==> config.mk <==
export PLATFORM = sky130hd
export DESIGN_NAME = icache_tag_store
export DESIGN_NICKNAME = d
export VERILOG_FILES = /design/src/design/icache_pkg.sv /design/src/design/icache_tag_store.sv
export VERILOG_INCLUDE_DIRS = /design/src /design/src/design
export SDC_FILE = /design/constraint.sdc
export NUM_CORES = 2
export LEC_CHECK = 0
export ABC_AREA = 1
export BUFFER_PORTS_ARGS = -buffer_cell sky130_fd_sc_hd__buf_2
export CAP_MARGIN = 25
export CORE_UTILIZATION = 35
export DETAILED_ROUTE_END_ITERATION = 12
export PLACE_DENSITY_LB_ADDON = 0.25
export SKIP_CTS_REPAIR_TIMING = 1
export SYNTH_ARGS = -nofsm -noshare
export SYNTH_HDL_FRONTEND = slang
export SYNTH_SLANG_ARGS = --single-unit
==> constraint.sdc <==
create_clock -name clk -period 3.5 [get_ports clk]
set_input_delay 0.35 -clock clk [delete_from_list [all_inputs] [get_ports clk]]
set_output_delay 0.35 -clock clk [all_outputs]
set_load 0.005 [all_outputs]
==> src/design/icache_defs.svh <==
`ifndef ICACHE_DEFS_SVH
`define ICACHE_DEFS_SVH

// byte address split, 32 bits in total
`define ICACHE_TAG_W    23
`define ICACHE_INDEX_W  6
`define ICACHE_OFFSET_W 3

// geometry
`define ICACHE_SETS     64

// one line holds two words
`define ICACHE_LINE_W   64
`define ICACHE_WORD_W   32

`endif
==> src/design/icache_pkg.sv <==
`include "icache_defs.svh"

package icache_pkg;

    // controller states
    typedef enum logic [1:0] {
        IDLE,
        LOOKUP,
        MISS,
        REPLACE
    } cache_state_e;

    // address fields
    typedef logic [`ICACHE_TAG_W-1:0]    tag_t;
    typedef logic [`ICACHE_INDEX_W-1:0]  index_t;
    typedef logic [`ICACHE_OFFSET_W-1:0] offset_t;

    // two ways per set
    typedef logic way_t;

endpackage

==> src/design/icache_tag_store.sv <==
`timescale 1ns/1ns

`include "icache_defs.svh"

module icache_tag_store
    import icache_pkg::*;
(
    input  logic   clk,
    input  logic   rst,
    // lookup read
    input  logic   rd_en,
    input  index_t rd_index,
    // refill write
    input  logic   wr_en,
    input  way_t   wr_way,
    input  index_t wr_index,
    input  tag_t   wr_tag,
    // registered read data
    output logic   way0_valid,
    output logic   way1_valid,
    output tag_t   way0_tag,
    output tag_t   way1_tag
);

    // valid bits, one vector per way
    logic [`ICACHE_SETS-1:0] valid_q [2];

    // tag arrays
    tag_t tag_mem [2][`ICACHE_SETS];

    always_ff @(posedge clk) begin
        if (rst) begin
            valid_q[0] <= '0;
            valid_q[1] <= '0;
        end else if (wr_en) begin
            valid_q[wr_way][wr_index] <= 1'b1;
        end
    end

    always_ff @(posedge clk) begin
        if (wr_en) begin
            tag_mem[wr_way][wr_index] <= wr_tag;
        end
    end

    // valid outputs cleared so nothing hits straight out of reset
    always_ff @(posedge clk) begin
        if (rst) begin
            way0_valid <= 1'b0;
            way1_valid <= 1'b0;
        end else if (rd_en) begin
            way0_valid <= valid_q[0][rd_index];
            way1_valid <= valid_q[1][rd_index];
        end
    end

    always_ff @(posedge clk) begin
        if (rd_en) begin
            way0_tag <= tag_mem[0][rd_index];
            way1_tag <= tag_mem[1][rd_index];
        end
    end

endmodule

* Yosys cells after proc, flatten, opt, wreduce, memory -nomap -nowiden
Memories as Yosys holds them, arrays and structs flattened.
Index checks and enable logic that the tools add are counted.
** Storage, ports and cells
- Memories kept :: 2
- Register bits after elaboration :: 48
- Output and inout port bits :: 48
- Bits in writable memories :: 3072
- Word-level logic and storage cells :: 40
- Input bits :: 40
** Cells by class
- Bitwise gates (word level) :: 2
- Reduce and logical (&&, ||, !) cells :: 3
- Order comparisons :: 6
- Multiplexer cells :: 23
** Memory list
- tag_mem :: depth 2, bits a word 1472, rd ports 2, clocked after Yosys merged registers in 0, write ports 1, line icache_tag_store.sv:29 : tag_t tag_mem [2][`ICACHE_SETS];
- valid_q :: depth 2, bits a word 64, rd ports 2, clocked after Yosys merged registers in 0, write ports 2, line icache_tag_store.sv:26 : logic [`ICACHE_SETS-1:0] valid_q [2];
** Operator list (count)
- $mux W1472 :: 1
- $bmux W23 S6 :: 2
- $mux W64 :: 3
- $demux W23 S6 :: 1
- $mux W23 :: 5
- $reduce_or A64 Y1 :: 1
- $ge A7 B7 Y1 const B :: 2
- $lt A6 B7 Y1 const B :: 2
- $not A6 Y7 :: 2
- $bmux W1 S6 :: 2
- $mux W1 :: 8
- $lt A7 B1 Y1 const B :: 1
- $demux W1 S6 :: 1
- $ge A6 B1 Y1 const B :: 1
- $logic_and A1 B1 Y1 :: 2

* Logic depth before layout (Yosys ltp)
- Depth after elaboration :: 7
- Depth in mapped cells :: 15
- Depth with buffers taken out :: 11

* Least setup slack after synthesis
Ideal clock, no wire load.
- Path type :: input to register
- From :: in wr_index[2]
- To :: mem tag_mem[0][805] (netlist bit), enable pin
- Setup slack :: 0.140 ns
- Buffers on the path :: 1
- Data required time :: 3.068 ns
- Stages :: 5
- Library setup time :: 0.432 ns
- Arrival time :: 2.928 ns
- Path through :: inv_1 > nor3_1 > nand2_1 > clkbuf_1 > nor3_1
** Between the ends
- Longest elaborated chain between the ends :: 6
- Elaborated cells between the ends (all ways) :: 7
- Classes of those cells :: 2 x order compare; 3 x mux; 1 x bitwise; 1 x reduce/logical
** RTL lines
- from (decl) :: line icache_tag_store.sv:16 : input index_t wr_index,
- $not A6 Y7 (implied by the code) * :: line icache_tag_store.sv:42 : tag_mem[wr_way][wr_index] <= wr_tag;
- $ge A7 B7 Y1 (implied by the code) / $lt A7 B1 Y1 (equally long branches) :: line icache_tag_store.sv:42
- $logic_and A1 B1 Y1 (implied by the code) :: line icache_tag_store.sv:42
- $mux W23 (implied by the code) :: line icache_tag_store.sv:42
- $demux W23 S6 * :: line icache_tag_store.sv:42
- $mux W1472 (implied by the code) * :: line icache_tag_store.sv:42
- to (decl) :: line icache_tag_store.sv:29
Every way passes the cells marked *; elsewhere a longest branch is shown, timed or not.

* Worst setup path in the final report
- From :: in rd_index[0]
- To :: reg way0_tag[7], data pin
** Between the ends
- Longest elaborated chain between the ends :: 4
** RTL lines
- from (decl) :: line icache_tag_store.sv:12 : input index_t rd_index,
- $not A6 Y7 (implied by the code) :: line icache_tag_store.sv:59 : way0_tag <= tag_mem[0][rd_index];
- $bmux W23 S6 :: line icache_tag_store.sv:59
- $mux W23 (implied by the code) (2 in series) :: line icache_tag_store.sv:59
- to (signal assigned) :: line icache_tag_store.sv:59
- to (decl) :: line icache_tag_store.sv:21 : output tag_t way0_tag,
No other way between the ends. The select of a mux whose other input is x is not followed.
A chain may end at the register's enable or synchronous reset.

==> run summary <==
syn avg cell area -> 12.5 sq um
core area -> 0.349 sq mm
endpoints failing hold -> 1
number of global-route vias before repair -> 78,300
setup TNS -> 0 ps
placed cells -> 14,200
HPWL after DPL -> 233 mm
total grt overflow -> 0
run status -> finished, violations left
GP Congestion -> 0.862
Sw Ratio -> 22.9%
Layout fillers -> 32,300
clk root buf -> clkbuf_16
pin count of the biggest net entering global routing -> 131
Rows -> 217
GR Util All Layers -> 22.1%
Final #Nets -> 10,000
H-Tree Depth -> 5
Tcrit/Tclk final -> 74.9%
commonest non-fill, non-tap cell in the layout -> edfxtp_1
Syn Nets -> 9,883
Max IR drop VDD -> 0.000351 V
final hold slack -> -6.41 ps
die area -> 0.354 sq mm
Netlist cell types -> 22
Setup Crit Path Kind -> in -> reg
Syn Inst Count -> 9,843
Routed Antenna Nets -> 0
worst min path class -> in -> reg
Initial Utilization -> 35.2%
CP Launch Type -> input port
clock sinks -> 3,120
max-cap violations -> 0
worst slew pin tran -> 1120 ps
layout cell share with drive strength beyond 1 -> 10.7%
leakage -> 46.2 nW
final worst path period need -> 2620 ps
CTS clk-pin slew, worst paths -> 60 ps
P per Cell Area -> 568 mW/mm^2
IO buf count -> 87
register area share after synthesis -> 75.1%
sequential power share -> 51.3%
RSZ-0062 raised after global routing -> false
Cell Int Power -> 62.0 mW
Ports -> 88
wirelength, routed -> 403 mm
die span in x -> 595 microns
combinational share of power -> 6.4%
Warnings, synthesis -> 0
#FFs+latches synth -> 3,120
WP data required -> 4110 ps
worst-skew pair later-pin latency -> 890 ps
Area Overhead vs Synth -> 15.2%
final max-slew violation count -> 0
1st-iter DRT viols -> 10,000
Fmax -> 0.381 GHz
CTS buffer count -> 330
Reg area -> 0.0924 sq mm
max_slew headroom -> 25.1%
failing checks -> negative hold slack
Post-Synthesis Cell Area -> 0.123 sq mm
CTS tree -> yes
Pre-antenna DRT Iters -> 6
final setup fails -> 0
initial antenna violation count -> 36
commonest non-fill, non-tap cells in the layout -> 2,990 x edfxtp_1, 1,584 x nor2_1, 1,369 x o21ai_0
cell mode on critical path -> nand2_1
Net Switching -> 18.5 mW
clock skew -> 59.2 ps
Slowest-stage cell, CP -> clkinv_16
fin cells -> 14,900
maximum clock path buffer count -> 4
multi-input logic area -> 0.0276 sq mm
Worst Setup End Kind -> register
Via density -> 5.55
DR vias -> 82,900
# DRC -> 0
first-pass GRT wire length -> 574 mm
crit-path cells -> buf_8, clkinv_16, buf_12, buf_4, o21ai_0, o22ai_1, nand2_1, nand3_1, nand3_1, nand2_1, nand2_1, nand2_1
Critical Path Max Stage Delay -> 450 ps
CP Max Fanout -> 120
Die Ht -> 595 microns
Clock power frac -> 42.3%
critical path arrival -> 3240 ps
WL per Instance -> 27.0 microns
-- critical path: cells and delay by family --
family                 cells  cell delay (ps)
buffers and inverters      4             1350
and+or+nand+nor            6             1090
AOI/OAI and AO/OA          2              290
-- registers in the layout, summed over array words and instances (netlist names) --
name,cells
tag_mem,2944
valid_q,128
way0_tag,23
way0_valid,1
way1_tag,23
way1_valid,1
-- layout make-up --
type	count	share of cell area, %
flip-flops and latches	3120	65.2
multi-input cells	5903	19.5
clock buffers	425	6.17
well taps	4599	4.06
repair buffers	522	3.55
clock inverters	150	1.06
inverters	106	0.319
diodes	104	0.184
-- per-stage QoR --
stage          setup WS, ps  power [mW]  hold WS (ps)  utilization [%]  area, sq um
3_3_place_gp           20.2        47.1           448             37.5       131000
2_1_floorplan           140        44.4           440                -       123000
3_5_place_dp           26.4        47.2           453             37.5       131000
5_1_grt                 805        82.7          2.99             40.6       142000
4_1_cts                 981        80.9          -315             40.4       141000
6_report                878        80.5         -6.41             40.6       142000
-- per-layer routing --
layer,part of all wire (%),vias to the layer above,global-route usage (%)
met5,0.011,-,0
met4,3.5,4,7.69
met3,8.1,568,3.36
met2,46,3609,35.3
met1,42,42300,30.8
li1,-,36400,-
-- Yosys cell counts, drive strengths merged --
cell type / count / area (sq um)
edfxtp: 2990 / 89800
nor2: 1596 / 5990
o21ai: 1439 / 7200
nand2: 1237 / 4640
o22ai: 744 / 4650
nand3: 722 / 3610
clkbuf: 429 / 1640
buf: 285 / 1600
dfxtp: 130 / 2600
nor3: 130 / 706
inv: 102 / 388
a21oi: 35 / 175
clkinv: 4 / 15.0
-- cell families (layout without fill, tap and decap cells) --
group           count (synthesis)  count (layout)  share of synthesized area, %
other cells                     0             104                             0
compound gates               2218            2218                          9.78
buf+inv                       820            1203                          2.96
simple gates                 3685            3685                          12.2
flops                        3120            3120                          75.1
-- path summary, 6_finish.rpt --
| kind | start | endpoint | slack (ps) | cells past startpoint |
|---|---|---|---|---|
| setup / recovery | rd_index[0] | way0_tag[7]$_DFFE_PP_ | 880 | 12 |
| setup reg to reg | tag_mem[1][1351]$_DFFE_PP_ | way1_tag[17]$_DFFE_PP_ | 1460 | 8 |
| hold / removal | wr_index[0] | valid_q[0][62]$_DFF_P_ | -6 | 4 |
| hold reg to reg | valid_q[1][58]$_DFF_P_ | valid_q[1][58]$_DFF_P_ | 460 | 2 |
-- power groups by stage --
stage | Clock [mW] | Combinational, mW | Sequential [mW]
finish | 34.0 | 5.17 | 41.3
global placement | 0 | 5.07 | 42.1
floorplan | 0 | 2.50 | 41.9
detailed placement | 0 | 5.12 | 42.1
CTS | 34.5 | 5.13 | 41.3
global route | 35.8 | 5.55 | 41.3
No activity file was read; power rests on OpenSTA's default activity.
