===== config.mk =====
export PLATFORM = sky130hd
export DESIGN_NAME = icache_ctrl
export DESIGN_NICKNAME = d
export VERILOG_FILES = /design/src/design/mem_pkg.sv /design/src/design/icache_pkg.sv /design/src/design/icache_ctrl.sv
export VERILOG_INCLUDE_DIRS = /design/src /design/src/design
export SDC_FILE = /design/constraint.sdc
export NUM_CORES = 1
export LEC_CHECK = 0
export BUFFER_PORTS_ARGS = -buffer_cell sky130_fd_sc_hd__buf_2
export CAP_MARGIN = 20
export CORE_AREA = 5 5 251 253
export DETAILED_ROUTE_END_ITERATION = 10
export DIE_AREA = 0 0 256 258
export PLACE_DENSITY = 0.32
export RECOVER_POWER = 50
export SLEW_MARGIN = 20
export SYNTH_ARGS = -nofsm -noshare
export SYNTH_HDL_FRONTEND = slang
export SYNTH_SLANG_ARGS = --single-unit

===== constraint.sdc =====
create_clock -name clk -period 5.7 [get_ports clk]
set_input_delay 1.14 -clock clk [delete_from_list [all_inputs] [get_ports clk]]
set_output_delay 1.14 -clock clk [all_outputs]
set_load 0.02 [all_outputs]

===== src/design/icache_defs.svh =====
`ifndef ICACHE_DEFS_SVH
`define ICACHE_DEFS_SVH

// byte address split, 32 bits in total
`define ICACHE_TAG_W    23
`define ICACHE_INDEX_W  6
`define ICACHE_OFFSET_W 3

// geometry
`define ICACHE_SETS     64

// one line holds two words
`define ICACHE_LINE_W   64
`define ICACHE_WORD_W   32

`endif

===== src/design/mem_pkg.sv =====
`include "icache_defs.svh"

package mem_pkg;

    // word 0 sits in the low half
    typedef logic [`ICACHE_LINE_W-1:0] line_t;

    // byte address, line aligned on requests
    typedef logic [`ICACHE_TAG_W+`ICACHE_INDEX_W+`ICACHE_OFFSET_W-1:0] mem_addr_t;

endpackage


===== src/design/icache_pkg.sv =====
`include "icache_defs.svh"

package icache_pkg;

    // controller states
    typedef enum logic [1:0] {
        IDLE,
        LOOKUP,
        MISS,
        REPLACE
    } cache_state_e;

    // address fields
    typedef logic [`ICACHE_TAG_W-1:0]    tag_t;
    typedef logic [`ICACHE_INDEX_W-1:0]  index_t;
    typedef logic [`ICACHE_OFFSET_W-1:0] offset_t;

    // two ways per set
    typedef logic way_t;

endpackage


===== src/design/icache_ctrl.sv =====
`timescale 1ns/1ns

`include "icache_defs.svh"

module icache_ctrl
    import icache_pkg::*, mem_pkg::*;
(
    input  logic                        clk,
    input  logic                        rst,
    // fetch side
    input  logic                        valid,
    input  tag_t                        tag,
    input  index_t                      index,
    input  offset_t                     offset,
    output logic                        addr_ok,
    output logic                        data_ok,
    output logic [`ICACHE_WORD_W-1:0]   rdata,
    // memory side
    output logic                        rd_req,
    output mem_addr_t                   rd_addr,
    input  logic                        ret_valid,
    input  line_t                       ret_data,
    // tag store
    output logic                        tag_rd_en,
    output index_t                      tag_rd_index,
    output logic                        tag_wr_en,
    output way_t                        tag_wr_way,
    output index_t                      tag_wr_index,
    output tag_t                        tag_wr_tag,
    input  logic                        way0_valid,
    input  logic                        way1_valid,
    input  tag_t                        way0_tag,
    input  tag_t                        way1_tag,
    // data ram
    output logic                        ram_en,
    output logic                        ram_wen,
    output index_t                      ram_addr,
    output logic [2*`ICACHE_LINE_W-1:0] ram_wdata,
    output logic [2*`ICACHE_LINE_W-1:0] ram_mask,
    input  logic [2*`ICACHE_LINE_W-1:0] ram_rdata
);

    cache_state_e state, next_state;

    logic   accept;
    logic   way0_hit, way1_hit, cache_hit;
    logic   refill_done;
    logic   refill_wr;
    way_t   toggle, repl_way;
    tag_t   req_tag;
    index_t req_index;
    logic   req_word;
    line_t  hit_line, miss_line;

    assign addr_ok = (state == IDLE) || (state == LOOKUP && cache_hit);
    assign accept  = valid && addr_ok;

    // request buffer
    always_ff @(posedge clk) begin
        if (accept) begin
            req_tag   <= tag;
            req_index <= index;
            req_word  <= offset[2];
        end
    end

    // compare against the buffered tag
    assign way0_hit  = way0_valid && (way0_tag == req_tag);
    assign way1_hit  = way1_valid && (way1_tag == req_tag);
    assign cache_hit = way0_hit || way1_hit;

    // way 1 lives in the upper half of the ram entry
    assign hit_line = way1_hit ? ram_rdata[2*`ICACHE_LINE_W-1:`ICACHE_LINE_W]
                               : ram_rdata[`ICACHE_LINE_W-1:0];

    // free-running victim choice
    always_ff @(posedge clk) begin
        if (rst) begin
            toggle <= 1'b0;
        end else begin
            toggle <= ~toggle;
        end
    end

    // victim is frozen when the miss is found
    always_ff @(posedge clk) begin
        if (state == LOOKUP && !cache_hit) begin
            repl_way <= toggle;
        end
    end

    // miss buffer
    always_ff @(posedge clk) begin
        if (state == MISS && ret_valid) begin
            miss_line <= ret_data;
        end
    end

    // first REPLACE cycle writes, second one answers
    always_ff @(posedge clk) begin
        if (rst) begin
            refill_done <= 1'b0;
        end else begin
            refill_done <= (state == REPLACE) && !refill_done;
        end
    end

    assign refill_wr = (state == REPLACE) && !refill_done;

    always_comb begin
        next_state = state;
        case (state)
            IDLE: begin
                if (valid) begin
                    next_state = LOOKUP;
                end
            end
            LOOKUP: begin
                if (!cache_hit) begin
                    next_state = MISS;
                end else if (!valid) begin
                    next_state = IDLE;
                end
            end
            MISS: begin
                if (ret_valid) begin
                    next_state = REPLACE;
                end
            end
            REPLACE: begin
                if (refill_done) begin
                    next_state = IDLE;
                end
            end
            default: next_state = IDLE;
        endcase
    end

    always_ff @(posedge clk) begin
        if (rst) begin
            state <= IDLE;
        end else begin
            state <= next_state;
        end
    end

    // fetch answer, hit data or the refilled line
    assign data_ok = (state == LOOKUP && cache_hit) || (state == REPLACE && refill_done);
    assign rdata   = (state == REPLACE) ? miss_line[req_word*`ICACHE_WORD_W +: `ICACHE_WORD_W]
                                        : hit_line[req_word*`ICACHE_WORD_W +: `ICACHE_WORD_W];

    // line request
    assign rd_req  = (state == MISS);
    assign rd_addr = {req_tag, req_index, {`ICACHE_OFFSET_W{1'b0}}};

    // tag store
    assign tag_rd_en    = accept;
    assign tag_rd_index = index;
    assign tag_wr_en    = refill_wr;
    assign tag_wr_way   = repl_way;
    assign tag_wr_index = req_index;
    assign tag_wr_tag   = req_tag;

    // data ram, line copied to both halves and masked to the victim way
    assign ram_en    = accept || refill_wr;
    assign ram_wen   = refill_wr;
    assign ram_addr  = refill_wr ? req_index : index;
    assign ram_wdata = {miss_line, miss_line};
    assign ram_mask  = {{`ICACHE_LINE_W{repl_way}}, {`ICACHE_LINE_W{~repl_way}}};

endmodule


# Yosys cells after proc, flatten, opt, wreduce, memory -nomap -nowiden
# Cells that the tools add are included.
dict set report totals {
  regBits 99
  in_bits 276
  output_inout_bits 369
  wordCells 46
}
dict set report op_classes {
  eq_ne 9
  shift 2
  n_mux 9
  bitwise_logic 2
  n_reduce_logical 16
}
# op n
set op_table {}
lappend op_table {{variable part select 64 x 7 -> 32 bit} 2}
lappend op_table {{two-way mux 64 bit} 1}
lappend op_table {{equality test 23 bit} 2}
lappend op_table {{two-way mux 32 bit} 1}
lappend op_table {{two-way mux 2 bit} 5}
lappend op_table {{logical AND 1 bit} 8}
lappend op_table {{case mux 2 bit (4 select lines)} 1}
lappend op_table {{two-way mux 6 bit} 1}
lappend op_table {{equality test 2 bit (second input constant)} 2}
lappend op_table {{logical OR 1 bit} 4}
lappend op_table {{inequality test 2 bit (second input constant)} 2}
lappend op_table {{AND reduction 4 bit} 1}
lappend op_table {{inequality test 3 bit (second input constant)} 1}
lappend op_table {{equality test 2 x 1 -> 1 bit (second input constant)} 1}
lappend op_table {{logical NOT 1 bit} 2}
lappend op_table {{logical NOT 2 bit} 1}
lappend op_table {{inequality test 2 x 1 -> 1 bit (second input constant)} 1}
lappend op_table {{inverter 1 bit} 2}

# Depth between registers and ports, before layout
dict set report depth {
  word_depth 7
  mapped_depth 7
  depth_no_buf 5
}

# Worst setup path before layout
# No wires, ideal clock.
dict set report synth_timing {
  path_kind {input -> register}
  from {input ret_valid}
  to {register miss_line[0], enable pin}
  setup_time_ns 0.564
  arrival_time_ns 5.518
  required_ns 5.136
  path_slack_ns -0.382
  stages 2
  cell_sequence {inv_1 -> nor3_1}
}
dict set report synth_between {
  elab_chain_cells 1
}
# element line
set synth_rtl {}
lappend synth_rtl {{from (decl)} icache_ctrl.sv:21} ;# input logic ret_valid,
lappend synth_rtl {{logical AND 1 bit} icache_ctrl.sv:94} ;# if (state == MISS && ret_valid) begin
lappend synth_rtl {{to (signal assigned)} icache_ctrl.sv:95} ;# miss_line <= ret_data;
lappend synth_rtl {{to (decl)} icache_ctrl.sv:53} ;# line_t hit_line, miss_line;
# No other way between the ends.
# A chain may end at the register's enable or synchronous reset.

# Final worst setup path
dict set report layout_timing {
  from {input way1_tag[0]}
  to {output rdata[3]}
}
dict set report layout_between {
  elab_chain_cells 5
}
# element line
set layout_rtl {}
lappend layout_rtl {{from (decl)} icache_ctrl.sv:33} ;# input tag_t way1_tag,
lappend layout_rtl {{equality test 23 bit} icache_ctrl.sv:69} ;# assign way1_hit = way1_valid && (way1_tag == req_tag);
lappend layout_rtl {{logical AND 1 bit} icache_ctrl.sv:69}
lappend layout_rtl {{two-way mux 64 bit} icache_ctrl.sv:73} ;# assign hit_line = way1_hit ? ram_rdata[2*`ICACHE_LINE_W-1:`ICACHE_LINE_W]
lappend layout_rtl {{variable part select 64 x 7 -> 32 bit} icache_ctrl.sv:150} ;# : hit_line[req_word*`ICACHE_WORD_W +: `ICACHE_WORD_W];
lappend layout_rtl {{two-way mux 32 bit} icache_ctrl.sv:149} ;# assign rdata = (state == REPLACE) ? miss_line[req_word*`ICACHE_WORD_W +: `ICACHE_WORD_W]
lappend layout_rtl {{to (decl)} icache_ctrl.sv:17} ;# output logic [`ICACHE_WORD_W-1:0] rdata,
# No other way between the ends.

==> impl_results.md <==
* Run status: complete, but fails checks
* Failing checks: capacitance limit, slew limit
* Post-Route WL at around 34 mm
* Slowest CP cell: and2_2
* Critical R2R Capture: tag_wr_tag[22]
* Final TNS setup at 0 ns
* Skew final at 0.01535 ns
* Pwr Density at 222.5 mW/mm^2
* Worst-path cell chain: buf_2, xnor2_1, nand4_1, nor4_4, and2_2, buf_4, a311oi_1, buf_2
* Worst setup EP type: output pin
* Die Ht at 258 um
* Top delay family on crit path: simple AND/OR/NAND/NOR gates
* Crit path required time at 4.56 ns
* Least-Margin Pin Slew at 2.016 ns
* Detail Route Antenna Nets at 0
* Initial antenna violation count at 5
* Full die area at 0.06605 mm^2
* Setup CP Type: in2out
* Vias in the first global route at 6460
* Worst reg2reg path depth at 6
* Via density at 3.406
* Startpoint Class: input port
* # hold bufs at CTS at 0
* Final Hold Viols at 0
* Post-synth EDFFs at 95
* CP startpoint: way1_tag[0]
* Most common cell after layout, fill and taps aside: buf_2
* CTS Buf Count at 9
* Syn Inst Count at between 600 and 700
* First-pass DRT Iterations at 4
* Mean Syn Cell Area at around 11 um^2
* Setup Fix Bufs, Post-CTS at 0
* # nets final at about 1400
* Synth warnings at 0
* Max-slew headroom at -0.3438
* Register area share after synthesis at 0.4051
* CORE AREA at 0.06080 mm^2
* Area Overhead vs Synth at 34.86%
* Crit path capture: rdata[3]
* Die width at 256 um
* Clk root buf: clkbuf_16
* # Max-Cap Violations at 1
* Initial DRC count at 257
* Most frequent cells in the layout: buf_2, clkbuf_1, edfxtp_1
* Arrival time worst endpoint at 3.20 ns
* Bufs on Longest Clock Path at 2
* Clock slew at reported path FFs at 0.08 ns
* H-tree Lvls at 3
* Hold slack at 0.4185 ns
* Cell variety after synth at 34
* Reg2Reg Setup Slack at 2.71 ns
* RSZ-0062 raised after global routing: false
* Via count at 6428
* Largest net degree at the start of global routing at 67
* Max VDD drop at 138.9 uV
* Hold Crit Class: reg2reg
* Slew Viols, Final at 65
* # rows at 91
* # setup viols final at 0
* Number of cells on the critical path at 8
* Initial Utilization at 0.1191
* Dominant synthesized flop cell: edfxtp_1
* Reg2reg start: tag_wr_tag[16]
* Period Utilization, post-route at 0.7612
* # fillers at ~7000
* Yosys reg bits at 99
* Total GRT Usage at 0.09695
* Mapped cell area at 0.007239 mm^2
* Overflow after GRT at 0
* Async SR Flop Fraction at 0
* I/O pin total at 645
* Clock sink count at a little under 100
* Largest stage delay, worst path at 0.54 ns
* Buf+Inv Stages, Crit Path at 3
* CTS tree: yes
* Hpwl dp at 27.64 mm
* Peak Freq at 230.5 MHz
* Worst-Skew Late Latency at 0.39 ns
* Min Tclk post-route at 4.339 ns
* First-pass GRT wire length at 46.73 mm
* Cell mode on critical path: buf_2
* Largest fanout on the critical path at 13
* GPL Wtd Cong at roughly 0.8
* Drc violations at 0
* LEAKAGE at 0.004107 uW
* Port Buffers at 639
* Post_cts resized at 0
* WL/cell at 17.93 um
* Share of layout cells above drive strength 1 at 0.4589
## Yosys cell counts (2+ instances only)
cell	count	share of area
nor4_1	3	0.0026
xor2_1	2	0.0024
clkbuf_1	23	0.012
buf_2	5	0.0035
a311oi_1	32	0.039
dfxtp_1	4	0.011
nor2_1	7	0.0036
nor3_1	2	0.0014
a211oi_1	32	0.033
and3_1	2	0.0017
mux2_2	6	0.0093
nand4_1	11	0.0095
buf_4	237	0.25
a21oi_1	33	0.023
and2_1	2	0.0017
nand2_1	35	0.018
xnor2_1	44	0.053
edfxtp_1	95	0.39
inv_1	4	0.0021
mux2i_1	65	0.090
nor2b_1	32	0.028
## area by class of cell
type	instances	area, um^2	area share
inverter	4	15.01	0.001538
antenna	1	2.502	0.0002563
clock inverter	6	46.29	0.004742
multi-input combinational	322	2432	0.2491
clock buffer	10	229.0	0.02345
tap	790	988.4	0.1012
timing repair buffer	655	3117	0.3192
sequential	99	2933	0.3004
## registers in the layout, indices dropped and copies added, names as in the netlist, named ones only
| signal | count |
|---|---|
| miss_line | 64 |
| tag_wr_tag | 23 |
| tag_wr_index | 6 |
| refill_done | 1 |
| req_word | 1 |
| state | 1 |
| tag_wr_way | 1 |
| toggle | 1 |
## cells by family (layout without fill, tap and decap cells)
kind of cell    count (synthesis)  after routing  share of synthesized area
compound gates                104            104                     0.1034
xor+xnor                       46             46                    0.05565
buf+inv                       270            675                     0.2637
flops                          99             99                     0.4051
mux                            71             71                    0.09920
other cells                     1              4                  0.0005180
simple gates                   98             98                    0.07242
## where the power goes
part           total, uW  switching, uW  internal (uW)
logic                654            416            238
registers            892           49.5            843
clock network        625            324            301
## how the worst min path moves through the flow
stage | startpoint | endpoint | slack, ns | cells past startpoint
detailed placement | toggle | toggle | 0.41 | 1
global route | toggle | toggle | 0.44 | 1
CTS | toggle | toggle | 0.42 | 1
global placement | toggle | toggle | 0.40 | 1
finish | toggle | toggle | 0.42 | 1
floorplan | toggle | toggle | 0.38 | 1
## worst reg2reg max path, delay by kind of cell, from the launching register on
family / cells / cell delay [ns]
compound gates: 1 / 0.32
xor+xnor: 1 / 0.22
buf+inv: 1 / 0.43
flops: 1 / 0.55
simple gates: 3 / 1.10
## through the flow
step	cells	utilization	setup WS, ns	instance area (um^2)	total power, uW
finish	1887	0.1606	1.361	9763	2172
CTS	1886	0.1643	1.272	9987	2256
global route	1887	0.1606	1.206	9763	2311
detailed placement	1870	0.1597	1.292	9712	1587
floorplan	691	-	1.537	7252	1386
global placement	1870	0.1597	1.253	9712	1591
## routing by layer
metal,share of wire,vias to the layer above,global-route usage
met3,0.068,27,0.02786
met4,0.019,2,0.02969
met2,0.51,363,0.1676
met5,0.00038,-,0
li1,-,3029,-
met1,0.41,3007,0.1171
(Power assumes the default switching activity.)
